## src/cp0_pkg.sv

```systemverilog
package cp0_pkg;

	// data word, used for register values and addresses
	typedef logic [31:0] word_t;

	// cp0 register number as found in the rd field of mtc0/mfc0
	typedef logic [4:0] reg_addr_t;

	// cause.exccode field
	typedef logic [4:0] exc_code_t;

	// one bit per hardware interrupt line
	typedef logic [5:0] irq_t;

	// register numbers
	localparam reg_addr_t REG_INDEX = 5'd0;

	// random is read-only, writes to it are dropped
	localparam reg_addr_t REG_RANDOM = 5'd1;

	localparam reg_addr_t REG_ENTRYLO0 = 5'd2;

	localparam reg_addr_t REG_ENTRYLO1 = 5'd3;

	localparam reg_addr_t REG_WIRED = 5'd6;

	localparam reg_addr_t REG_ENTRYHI = 5'd10;

	localparam reg_addr_t REG_STATUS = 5'd12;

	localparam reg_addr_t REG_CAUSE = 5'd13;

	localparam reg_addr_t REG_EPC = 5'd14;

	// exception codes
	localparam exc_code_t EXC_INT = 5'd0;

	// store to a page whose dirty bit is clear
	localparam exc_code_t EXC_MOD = 5'd1;

	localparam exc_code_t EXC_TLBL = 5'd2;

	localparam exc_code_t EXC_TLBS = 5'd3;

	localparam exc_code_t EXC_ADEL = 5'd4;

	localparam exc_code_t EXC_ADES = 5'd5;

	localparam exc_code_t EXC_SYS = 5'd8;

	// handler entry points in kseg0
	localparam word_t EXC_VECTOR = 32'h80000180;

	// tlb refill gets its own vector, only when exl was clear
	localparam word_t REFILL_VECTOR = 32'h80000000;

endpackage

```

## src/cp0_exc_prio.sv

```systemverilog
`timescale 1ns/1ps

module cp0_exc_prio (
	input  logic              clk,
	input  logic              reset,
	input  logic              pause_i,
	input  logic              eret_i,
	input  logic              syscall_i,
	input  logic              addr_err_i,
	input  logic              tlb_refill_i,
	input  logic              tlb_invalid_i,
	input  logic              tlb_mod_i,
	input  logic              store_i,
	input  cp0_pkg::irq_t     irq_i,
	input  logic              status_ie_i,
	input  logic              status_exl_i,
	input  cp0_pkg::irq_t     status_im_i,
	input  cp0_pkg::word_t    epc_i,
	output logic              exc_taken_o,
	output logic              eret_taken_o,
	output logic              redirect_o,
	output cp0_pkg::exc_code_t exc_code_o,
	output cp0_pkg::irq_t     exc_ip_o,
	output cp0_pkg::word_t    redirect_pc_o
);

	logic int_req;
	logic any_exc;
	logic sel_refill;

	// only lines enabled in status.im can interrupt
	assign exc_ip_o = irq_i & status_im_i;

	assign int_req = (|exc_ip_o) && status_ie_i && !status_exl_i;

	assign any_exc = int_req || addr_err_i || tlb_mod_i || tlb_refill_i ||
		tlb_invalid_i || syscall_i;

	// nothing nests while exl is set, and a stall freezes everything
	assign exc_taken_o = any_exc && !status_exl_i && !pause_i;

	// eret loses to a simultaneous exception
	assign eret_taken_o = eret_i && !exc_taken_o && !pause_i;

	assign redirect_o = exc_taken_o || eret_taken_o;

	// fixed priority, interrupt first and syscall last
	always_comb
	begin
		if (int_req)
			exc_code_o = cp0_pkg::EXC_INT;
		else if (addr_err_i)
			exc_code_o = store_i ? cp0_pkg::EXC_ADES : cp0_pkg::EXC_ADEL;
		else if (tlb_mod_i)
			exc_code_o = cp0_pkg::EXC_MOD;
		else if (tlb_refill_i || tlb_invalid_i)
			exc_code_o = store_i ? cp0_pkg::EXC_TLBS : cp0_pkg::EXC_TLBL;
		else
			exc_code_o = cp0_pkg::EXC_SYS;
	end

	// refill wins the tlb slot only when nothing above it is pending
	assign sel_refill = !int_req && !addr_err_i && !tlb_mod_i && tlb_refill_i &&
		!status_exl_i;

	always_comb
	begin
		if (exc_taken_o)
			redirect_pc_o = sel_refill ? cp0_pkg::REFILL_VECTOR : cp0_pkg::EXC_VECTOR;
		else
			redirect_pc_o = epc_i;
	end

	a_exc_eret_excl: assert property (@(posedge clk) disable iff (reset)
		!(exc_taken_o && eret_taken_o));

	a_no_redirect_paused: assert property (@(posedge clk) disable iff (reset)
		pause_i |-> !redirect_o);

endmodule

```

## src/cp0_regs.sv

```systemverilog
`timescale 1ns/1ps

module cp0_regs #(
	parameter int IDX_W = 4
) (
	input  logic               clk,
	input  logic               reset,
	input  logic               pause_i,
	input  logic               mtc0_i,
	input  logic               mfc0_i,
	input  cp0_pkg::reg_addr_t addr_i,
	input  cp0_pkg::word_t     wdata_i,
	output cp0_pkg::word_t     rdata_o,
	input  logic               exc_taken_i,
	input  logic               eret_taken_i,
	input  cp0_pkg::exc_code_t exc_code_i,
	input  cp0_pkg::irq_t      exc_ip_i,
	input  cp0_pkg::word_t     pc_i,
	input  logic               probe_valid_i,
	input  logic               probe_miss_i,
	input  logic               tlbr_i,
	input  cp0_pkg::word_t     tlb_entryhi_i,
	input  cp0_pkg::word_t     tlb_entrylo0_i,
	input  cp0_pkg::word_t     tlb_entrylo1_i,
	output logic               status_ie_o,
	output logic               status_exl_o,
	output cp0_pkg::irq_t      status_im_o,
	output cp0_pkg::word_t     epc_o,
	output logic [IDX_W-1:0]   index_o,
	output logic [IDX_W-1:0]   random_o,
	output cp0_pkg::word_t     entryhi_o
);

	localparam logic [IDX_W-1:0] IDX_MAX = {IDX_W{1'b1}};

	logic             index_p;
	logic [IDX_W-1:0] index_idx;
	logic [IDX_W-1:0] random_q;
	logic [IDX_W-1:0] wired_q;
	logic [25:0]      entrylo0_q;
	logic [25:0]      entrylo1_q;
	logic [18:0]      entryhi_vpn2;
	logic [7:0]       entryhi_asid;
	logic             status_um;
	logic [5:0]       cause_ip;
	cp0_pkg::exc_code_t cause_code;
	cp0_pkg::word_t   epc_q;
	cp0_pkg::word_t   rd_val;
	logic             wr_en;

	assign wr_en = mtc0_i && !pause_i;

	// control state: status, cause, index.p, random, wired
	always_ff @(posedge clk)
	begin
		if (reset)
		begin
			index_p <= 1'b0;
			random_q <= IDX_MAX;
			wired_q <= '0;
			status_im_o <= '0;
			status_um <= 1'b0;
			status_exl_o <= 1'b0;
			status_ie_o <= 1'b0;
			cause_ip <= '0;
			cause_code <= '0;
		end
		else if (!pause_i)
		begin
			if (probe_valid_i)
				index_p <= probe_miss_i;

			// wired write restarts random from the top
			if (wr_en && addr_i == cp0_pkg::REG_WIRED)
			begin
				wired_q <= wdata_i[IDX_W-1:0];
				random_q <= IDX_MAX;
			end
			else if (random_q == IDX_MAX)
				random_q <= wired_q;
			else
				random_q <= random_q + 1'b1;

			if (wr_en && addr_i == cp0_pkg::REG_STATUS)
			begin
				status_im_o <= wdata_i[15:10];
				status_um <= wdata_i[4];
				status_exl_o <= wdata_i[1];
				status_ie_o <= wdata_i[0];
			end
			else if (eret_taken_i)
				status_exl_o <= 1'b0;

			if (exc_taken_i && exc_code_i == cp0_pkg::EXC_INT)
				cause_ip <= exc_ip_i;
			if (wr_en && addr_i == cp0_pkg::REG_CAUSE)
			begin
				cause_ip <= wdata_i[15:10];
				cause_code <= wdata_i[6:2];
			end

			// exception commit overrides a software write
			if (exc_taken_i)
			begin
				status_exl_o <= 1'b1;
				cause_code <= exc_code_i;
			end
		end
	end

	// payload registers
	always_ff @(posedge clk)
	begin
		if (!pause_i)
		begin
			if (wr_en && addr_i == cp0_pkg::REG_INDEX)
				index_idx <= wdata_i[IDX_W-1:0];

			if (wr_en && addr_i == cp0_pkg::REG_ENTRYLO0)
				entrylo0_q <= wdata_i[25:0];
			else if (tlbr_i)
				entrylo0_q <= tlb_entrylo0_i[25:0];

			if (wr_en && addr_i == cp0_pkg::REG_ENTRYLO1)
				entrylo1_q <= wdata_i[25:0];
			else if (tlbr_i)
				entrylo1_q <= tlb_entrylo1_i[25:0];

			if (wr_en && addr_i == cp0_pkg::REG_ENTRYHI)
			begin
				entryhi_vpn2 <= wdata_i[31:13];
				entryhi_asid <= wdata_i[7:0];
			end
			else if (tlbr_i)
			begin
				entryhi_vpn2 <= tlb_entryhi_i[31:13];
				entryhi_asid <= tlb_entryhi_i[7:0];
			end

			if (wr_en && addr_i == cp0_pkg::REG_EPC)
				epc_q <= wdata_i;
			if (exc_taken_i)
				epc_q <= pc_i;
		end
	end

	// read mux, unimplemented numbers give 0
	always_comb
	begin
		rd_val = '0;
		case (addr_i)
			cp0_pkg::REG_INDEX:
			begin
				rd_val[31] = index_p;
				rd_val[IDX_W-1:0] = index_idx;
			end
			cp0_pkg::REG_RANDOM: rd_val[IDX_W-1:0] = random_q;
			cp0_pkg::REG_ENTRYLO0: rd_val = {6'b0, entrylo0_q};
			cp0_pkg::REG_ENTRYLO1: rd_val = {6'b0, entrylo1_q};
			cp0_pkg::REG_WIRED: rd_val[IDX_W-1:0] = wired_q;
			cp0_pkg::REG_ENTRYHI: rd_val = entryhi_o;
			cp0_pkg::REG_STATUS:
				rd_val = {16'b0, status_im_o, 5'b0, status_um, 2'b0, status_exl_o, status_ie_o};
			cp0_pkg::REG_CAUSE: rd_val = {16'b0, cause_ip, 3'b0, cause_code, 2'b0};
			cp0_pkg::REG_EPC: rd_val = epc_q;
			default: rd_val = '0;
		endcase
	end

	assign rdata_o = mfc0_i ? rd_val : '0;

	assign epc_o = epc_q;
	assign index_o = index_idx;
	assign random_o = random_q;
	assign entryhi_o = {entryhi_vpn2, 5'b0, entryhi_asid};

	// random stays inside the unwired part of the tlb
	a_random_above_wired: assert property (@(posedge clk) disable iff (reset)
		random_q >= wired_q);

endmodule

```

## src/cp0_top.sv

```systemverilog
`timescale 1ns/1ps

module cp0_top #(
	parameter int IDX_W = 4
) (
	input  logic               clk,
	input  logic               reset,
	input  logic               mtc0_i,
	input  logic               mfc0_i,
	input  logic               eret_i,
	input  logic               syscall_i,
	input  cp0_pkg::reg_addr_t addr_i,
	input  cp0_pkg::word_t     wdata_i,
	input  logic               addr_err_i,
	input  logic               tlb_refill_i,
	input  logic               tlb_invalid_i,
	input  logic               tlb_mod_i,
	input  logic               store_i,
	input  cp0_pkg::irq_t      irq_i,
	input  cp0_pkg::word_t     pc_i,
	input  logic               probe_valid_i,
	input  logic               probe_miss_i,
	input  logic               tlbr_i,
	input  cp0_pkg::word_t     tlb_entryhi_i,
	input  cp0_pkg::word_t     tlb_entrylo0_i,
	input  cp0_pkg::word_t     tlb_entrylo1_i,
	input  logic               pause_i,
	output cp0_pkg::word_t     rdata_o,
	output logic               redirect_o,
	output cp0_pkg::word_t     redirect_pc_o,
	output logic [IDX_W-1:0]   index_o,
	output logic [IDX_W-1:0]   random_o,
	output cp0_pkg::word_t     entryhi_o
);

	logic               exc_taken;
	logic               eret_taken;
	cp0_pkg::exc_code_t exc_code;
	cp0_pkg::irq_t      exc_ip;
	logic               status_ie;
	logic               status_exl;
	cp0_pkg::irq_t      status_im;
	cp0_pkg::word_t     epc;

	// picks one cause per cycle and the redirect target
	cp0_exc_prio u_prio (
		.clk           (clk),
		.reset         (reset),
		.pause_i       (pause_i),
		.eret_i        (eret_i),
		.syscall_i     (syscall_i),
		.addr_err_i    (addr_err_i),
		.tlb_refill_i  (tlb_refill_i),
		.tlb_invalid_i (tlb_invalid_i),
		.tlb_mod_i     (tlb_mod_i),
		.store_i       (store_i),
		.irq_i         (irq_i),
		.status_ie_i   (status_ie),
		.status_exl_i  (status_exl),
		.status_im_i   (status_im),
		.epc_i         (epc),
		.exc_taken_o   (exc_taken),
		.eret_taken_o  (eret_taken),
		.redirect_o    (redirect_o),
		.exc_code_o    (exc_code),
		.exc_ip_o      (exc_ip),
		.redirect_pc_o (redirect_pc_o)
	);

	cp0_regs #(
		.IDX_W (IDX_W)
	) u_regs (
		.clk            (clk),
		.reset          (reset),
		.pause_i        (pause_i),
		.mtc0_i         (mtc0_i),
		.mfc0_i         (mfc0_i),
		.addr_i         (addr_i),
		.wdata_i        (wdata_i),
		.rdata_o        (rdata_o),
		.exc_taken_i    (exc_taken),
		.eret_taken_i   (eret_taken),
		.exc_code_i     (exc_code),
		.exc_ip_i       (exc_ip),
		.pc_i           (pc_i),
		.probe_valid_i  (probe_valid_i),
		.probe_miss_i   (probe_miss_i),
		.tlbr_i         (tlbr_i),
		.tlb_entryhi_i  (tlb_entryhi_i),
		.tlb_entrylo0_i (tlb_entrylo0_i),
		.tlb_entrylo1_i (tlb_entrylo1_i),
		.status_ie_o    (status_ie),
		.status_exl_o   (status_exl),
		.status_im_o    (status_im),
		.epc_o          (epc),
		.index_o        (index_o),
		.random_o       (random_o),
		.entryhi_o      (entryhi_o)
	);

endmodule

```

## config.mk

```make
export PLATFORM = sky130hd
export DESIGN_NAME = cp0_top
export DESIGN_NICKNAME = d
export VERILOG_FILES = /design/src/cp0_pkg.sv /design/src/cp0_exc_prio.sv /design/src/cp0_regs.sv /design/src/cp0_top.sv
export SDC_FILE = /design/constraint.sdc
export NUM_CORES = 1
export LEC_CHECK = 0
export BUFFER_PORTS_ARGS = -buffer_cell sky130_fd_sc_hd__buf_2
export CORE_ASPECT_RATIO = 0.8
export CORE_MARGIN = 2
export CORE_UTILIZATION = 53
export DETAILED_ROUTE_END_ITERATION = 10
export PLACE_DENSITY = 0.95
export SYNTH_ARGS = -nofsm -noshare
export SYNTH_HDL_FRONTEND = slang
export SYNTH_SLANG_ARGS = --single-unit
```

## constraint.sdc

```tcl
create_clock -name clk -period 5.15 [get_ports clk]
set_input_delay 0.515 -clock clk [delete_from_list [all_inputs] [get_ports clk]]
set_output_delay 0.515 -clock clk [all_outputs]
set_load 0.005 [all_outputs]
```

==> results by stage <==
STA:
- The number of pins exceeding their max-slew limit in the final report came to 0.
- The worst hold slack is ~0.37 ns.
- The number of failing setup endpoints in the final timing report is 0.
- In the final timing run, aggregate negative setup slack is 0 ns.
- Setup repair after global routing left no endpoint under its margin.
- The clock arrives with ~0.0094 ns of skew.
- The minimum period implied by the final worst setup slack is 3.32 ns.
- The worst max-slew margin expressed relative to the limit is about a quarter.
- At the pin with the least slew margin, the transition time is between 1 and 1.5 ns.
- The timing-limited maximum frequency is approximately 0.3 GHz.
- The portion of the clock cycle consumed by the worst path in the final layout is 64.4%.
- The final-report hold violation count is 0.

Finish:
- The most common library cell in the layout ignoring fill and taps is buf_2.
- In the final design database the tool counted between 1000 and 1500 nets.
- The share of final-layout standard cells stronger than drive strength 1 is between 40% and 50%.
- The relative area change from synthesis to final layout is 26.5%.
- In the layout the commonest cells are 268 x buf_2, 115 x edfxtp_1, 93 x mux2_2.

Synth:
- The part of the Yosys area used for sequential elements is a little over half.
- The fraction of registers with async set/reset is 0%.
- Synthesis produced a netlist whose cell count is approximately 600.
- The synthesized design contains 115 enable-type register cells.
- The total standard cell area after synthesis is 7490 um2.
- The netlist uses 59 different library cells.
- For this run, the number of Yosys warnings is 0.
- Synthesis inferred approximately 140 register bits.
- The average size of a mapped cell is 12.2 um2.
- In the synthesized netlist the dominant register cell turns out to be edfxtp_1.

Pwr:
- Across the VDD grid, the largest voltage drop is approximately 0.23 mV.
- Power comes to between 2000 and 3000 uW.
- Combinational cells account for between 10 and 15% of the total power.
- Registers are responsible for 48.4% of the overall power.
- Net switching is 24.4% of the power.
- Cell internal power was estimated by the tool at 2170 uW.
- The power per standard cell area is 303 nW/um2.
- The clock network burns ~39% of the power.
- The static leakage power is about 0.0039 uW.
- Summed over all nets, the switching power comes to approximately 700 uW.

Critical path:
- The capture point of the worst path is rdata_o[3].
- The launch point of the worst reg-to-reg path is u_regs.status_im_o[4].
- The worst register-to-register path ends at u_regs.epc_o[15].
- STA puts the critical path data required time at 4.64 ns.
- The sort of element at the end of the critical path is an output pin.
- The depth of the worst register-to-register path is 4.
- The setup check on the worst reg-to-reg path leaves a slack of 2.06 ns.
- Data arrives at the worst endpoint at ~2.8 ns.
- The startpoint type of the worst setup path is an input pin.
- The launch point of the worst path is addr_i[2].
- The biggest fanout along the worst timing path is 16.
- The setup path with the least slack is of type in2out.

Die:
- The effective utilization at floorplan is about 55%.
- The number of placement rows is 38.
- In this run the vertical extent of the chip is between 100 and 150 um.
- For this design the top-level I/O count stands at a little under 300.
- The die covers 15100 um2.
- The placeable core region is ~14000 um2.
- The width of the die is between 100 and 150 um.

CTS:
- The longest clock path from root to sink contains 2 buffers.
- CTS placed an instance of clkbuf_16 at the clock tree root.
- Counting the buffers created by CTS gives 17.
- TritonCTS built the clock tree.
- The H-tree generated during clock tree synthesis spans 4 levels.
- Clock-pin slew was measured on the worst setup and hold paths at 0.06 ns.
- Buffers added to address setup during post-CTS repair amount to 0.
- After clock tree synthesis, the flow added hold-fix buffers numbering 0.
- For the worst-skew pair, the clock arrives at the later sink with an insertion delay of between 0.4 and 0.5 ns.
- Clock tree synthesis found a total of 144 sinks.
- In this run, post-CTS repair resized a total of 0 instances.

Route:
- The number of remaining DRC errors is 0.
- The total wire length is between 20 and 25 mm.
- Across all layers, the routed design uses ~6700 vias.
- After detailed routing, the average wire length per cell comes to 23.5 um.
- The number of nets with antenna violations after routing is 0.
- The initial DRC count is approximately 1100.
- The first-pass iteration count of the detailed router is 7.
- Using the TritonRoute via totals, the vias-per-cell ratio works out to 6.34.

Global routing:
- The global-route usage over all layers is between 30% and 40%.
- The via count of the first global-routing pass came to 6522.
- The total overflow reported by the global router is 0.
- The first global-routing pass estimated between 30 and 40 mm of wire.
- The number of antenna violations at the first check in global routing is 2.
- The pin count of the biggest net entering global routing is 42.

Worst hold path:
- The worst hold path belongs to the class in2reg.

Run status:
- The flow ran to the end, and the final reports show no timing, DRC or antenna violations.

Place:
- The detailed-placement wirelength estimate is about 16 mm.
- The congestion estimate from routability-driven global placement came to a little under 1.
- The port buffer count is about 270.

Flow run:
- Max-cap violations in this run came to 0.
## cells in the mapped netlist, types with 2 or more instances
cell type  count  share of area, %
buf_1          3              0.15
nand2_2        2              0.17
and3_1        34               2.8
nand2_1       50               2.5
a21oi_1       29               1.9
a31oi_1        9              0.75
mux2_2        93                14
nor2_1        27               1.4
mux2_1        22               3.3
a22oi_1       24               2.4
a21boi_0       6              0.60
or4b_2         2              0.27
a32oi_1        2              0.23
a221oi_1       2              0.23
and2_1         4              0.33
buf_6          2              0.30
nor3b_1        2              0.20
nor3_1         4              0.27
nor2b_1        6              0.50
a311oi_1       7              0.82
o21ai_0        7              0.47
dfxtp_1       29               7.8
buf_2         10              0.67
buf_4          6              0.60
and4b_1        3              0.40
edfxtp_1     115                46
nand4b_1       3              0.35
nand2b_1       2              0.17
a222oi_1      22               2.9
clkbuf_1      26               1.3
nand3_1       14              0.94
mux2i_1        9               1.2
or3b_2         2              0.23
inv_1          3              0.15
nand4_1        7              0.58
## registers in the layout, summed over array words and instances (netlist names)
register and cells:
u_regs.cause_code 5, u_regs.index_o 4, u_regs.status_ie_o 1, u_regs.entrylo0_q 26
u_regs.index_p 1, u_regs.status_im_o 6, u_regs.wired_q 4, u_regs.entryhi_vpn2 19
u_regs.cause_ip 6, u_regs.entrylo1_q 26, u_regs.entryhi_asid 8, u_regs.status_um 1
u_regs.epc_o 32, u_regs.status_exl_o 1, u_regs.random_o 4
## worst min-delay path by stage
stage	start	endpoint	slack [ns]	depth (start not counted)
2_1_floorplan	u_regs.status_um	u_regs.status_um	0.44	2
3_3_place_gp	u_regs.status_um	u_regs.status_um	0.45	2
3_5_place_dp	u_regs.cause_ip[2]	u_regs.cause_ip[2]	0.48	2
4_1_cts	tlb_entryhi_i[0]	u_regs.entryhi_asid[0]	0.35	2
5_1_grt	tlb_entryhi_i[29]	u_regs.entryhi_vpn2[16]	0.36	2
6_report	tlb_entryhi_i[0]	u_regs.entryhi_asid[0]	0.37	2
## critical path, stage by stage
cell and delay, ns:
buf_2 0.21, or2_1 0.33, nor4_4 0.81, buf_4 0.39
a22oi_1 0.13, a31oi_1 0.25, buf_2 0.16
## layout make-up
type / count / area (um2)
Timing Repair Buffer: 278 / 1420
Clock buffer: 19 / 433
Sequential cell: 144 / 4030
Fill cell: 1012 / 4210
Antenna cell: 1 / 2.50
Multi-Input combinational cell: 421 / 3260
Clock inverter: 13 / 97.6
Tap cell: 180 / 225
Inverter: 4 / 15.0
## power by group through the flow
stage	sequential (uW)	clock [uW]	combinational [uW]
finish	1390	1120	361
global route	1390	1180	386
CTS	1380	1140	355
detailed placement	1410	0	354
global placement	1400	0	342
floorplan	1400	0	173
## metrics by stage
step | util, % | area [um2] | setup slack (ns) | instances
detailed placement | 65.3 | 8950 | 1.43 | 1027
global placement | 65.3 | 8950 | 1.50 | 1027
finish | 69.2 | 9480 | 1.83 | 1060
floorplan | - | 7510 | 2.29 | 616
global route | 69.2 | 9480 | 1.75 | 1059
CTS | 69.2 | 9480 | 1.87 | 1059
## cell families (layout without fill, tap and decap cells)
group,after synthesis,after routing,synth area share (%)
AND/OR/NAND/NOR,169,169,12.1
flip-flops,144,144,53.9
buffers and inverters,51,314,3.22
multiplexers,125,125,18.8
adder cells (fa/ha/maj),1,1,0.167
AO/OA/AOI/OAI,121,121,11.8
other,1,6,0.0501
## layer usage
| layer | vias up | wire [um] | GRT usage, % |
|---|---|---|---|
| met5 | - | 13 | 0 |
| met4 | 2 | 614 | 12.5 |
| met3 | 56 | 2910 | 9.47 |
| met2 | 522 | 12100 | 54.9 |
| met1 | 3224 | 9260 | 39.2 |
| li1 | 2915 | - | - |
Note: power is estimated with default switching activity, not from simulation.
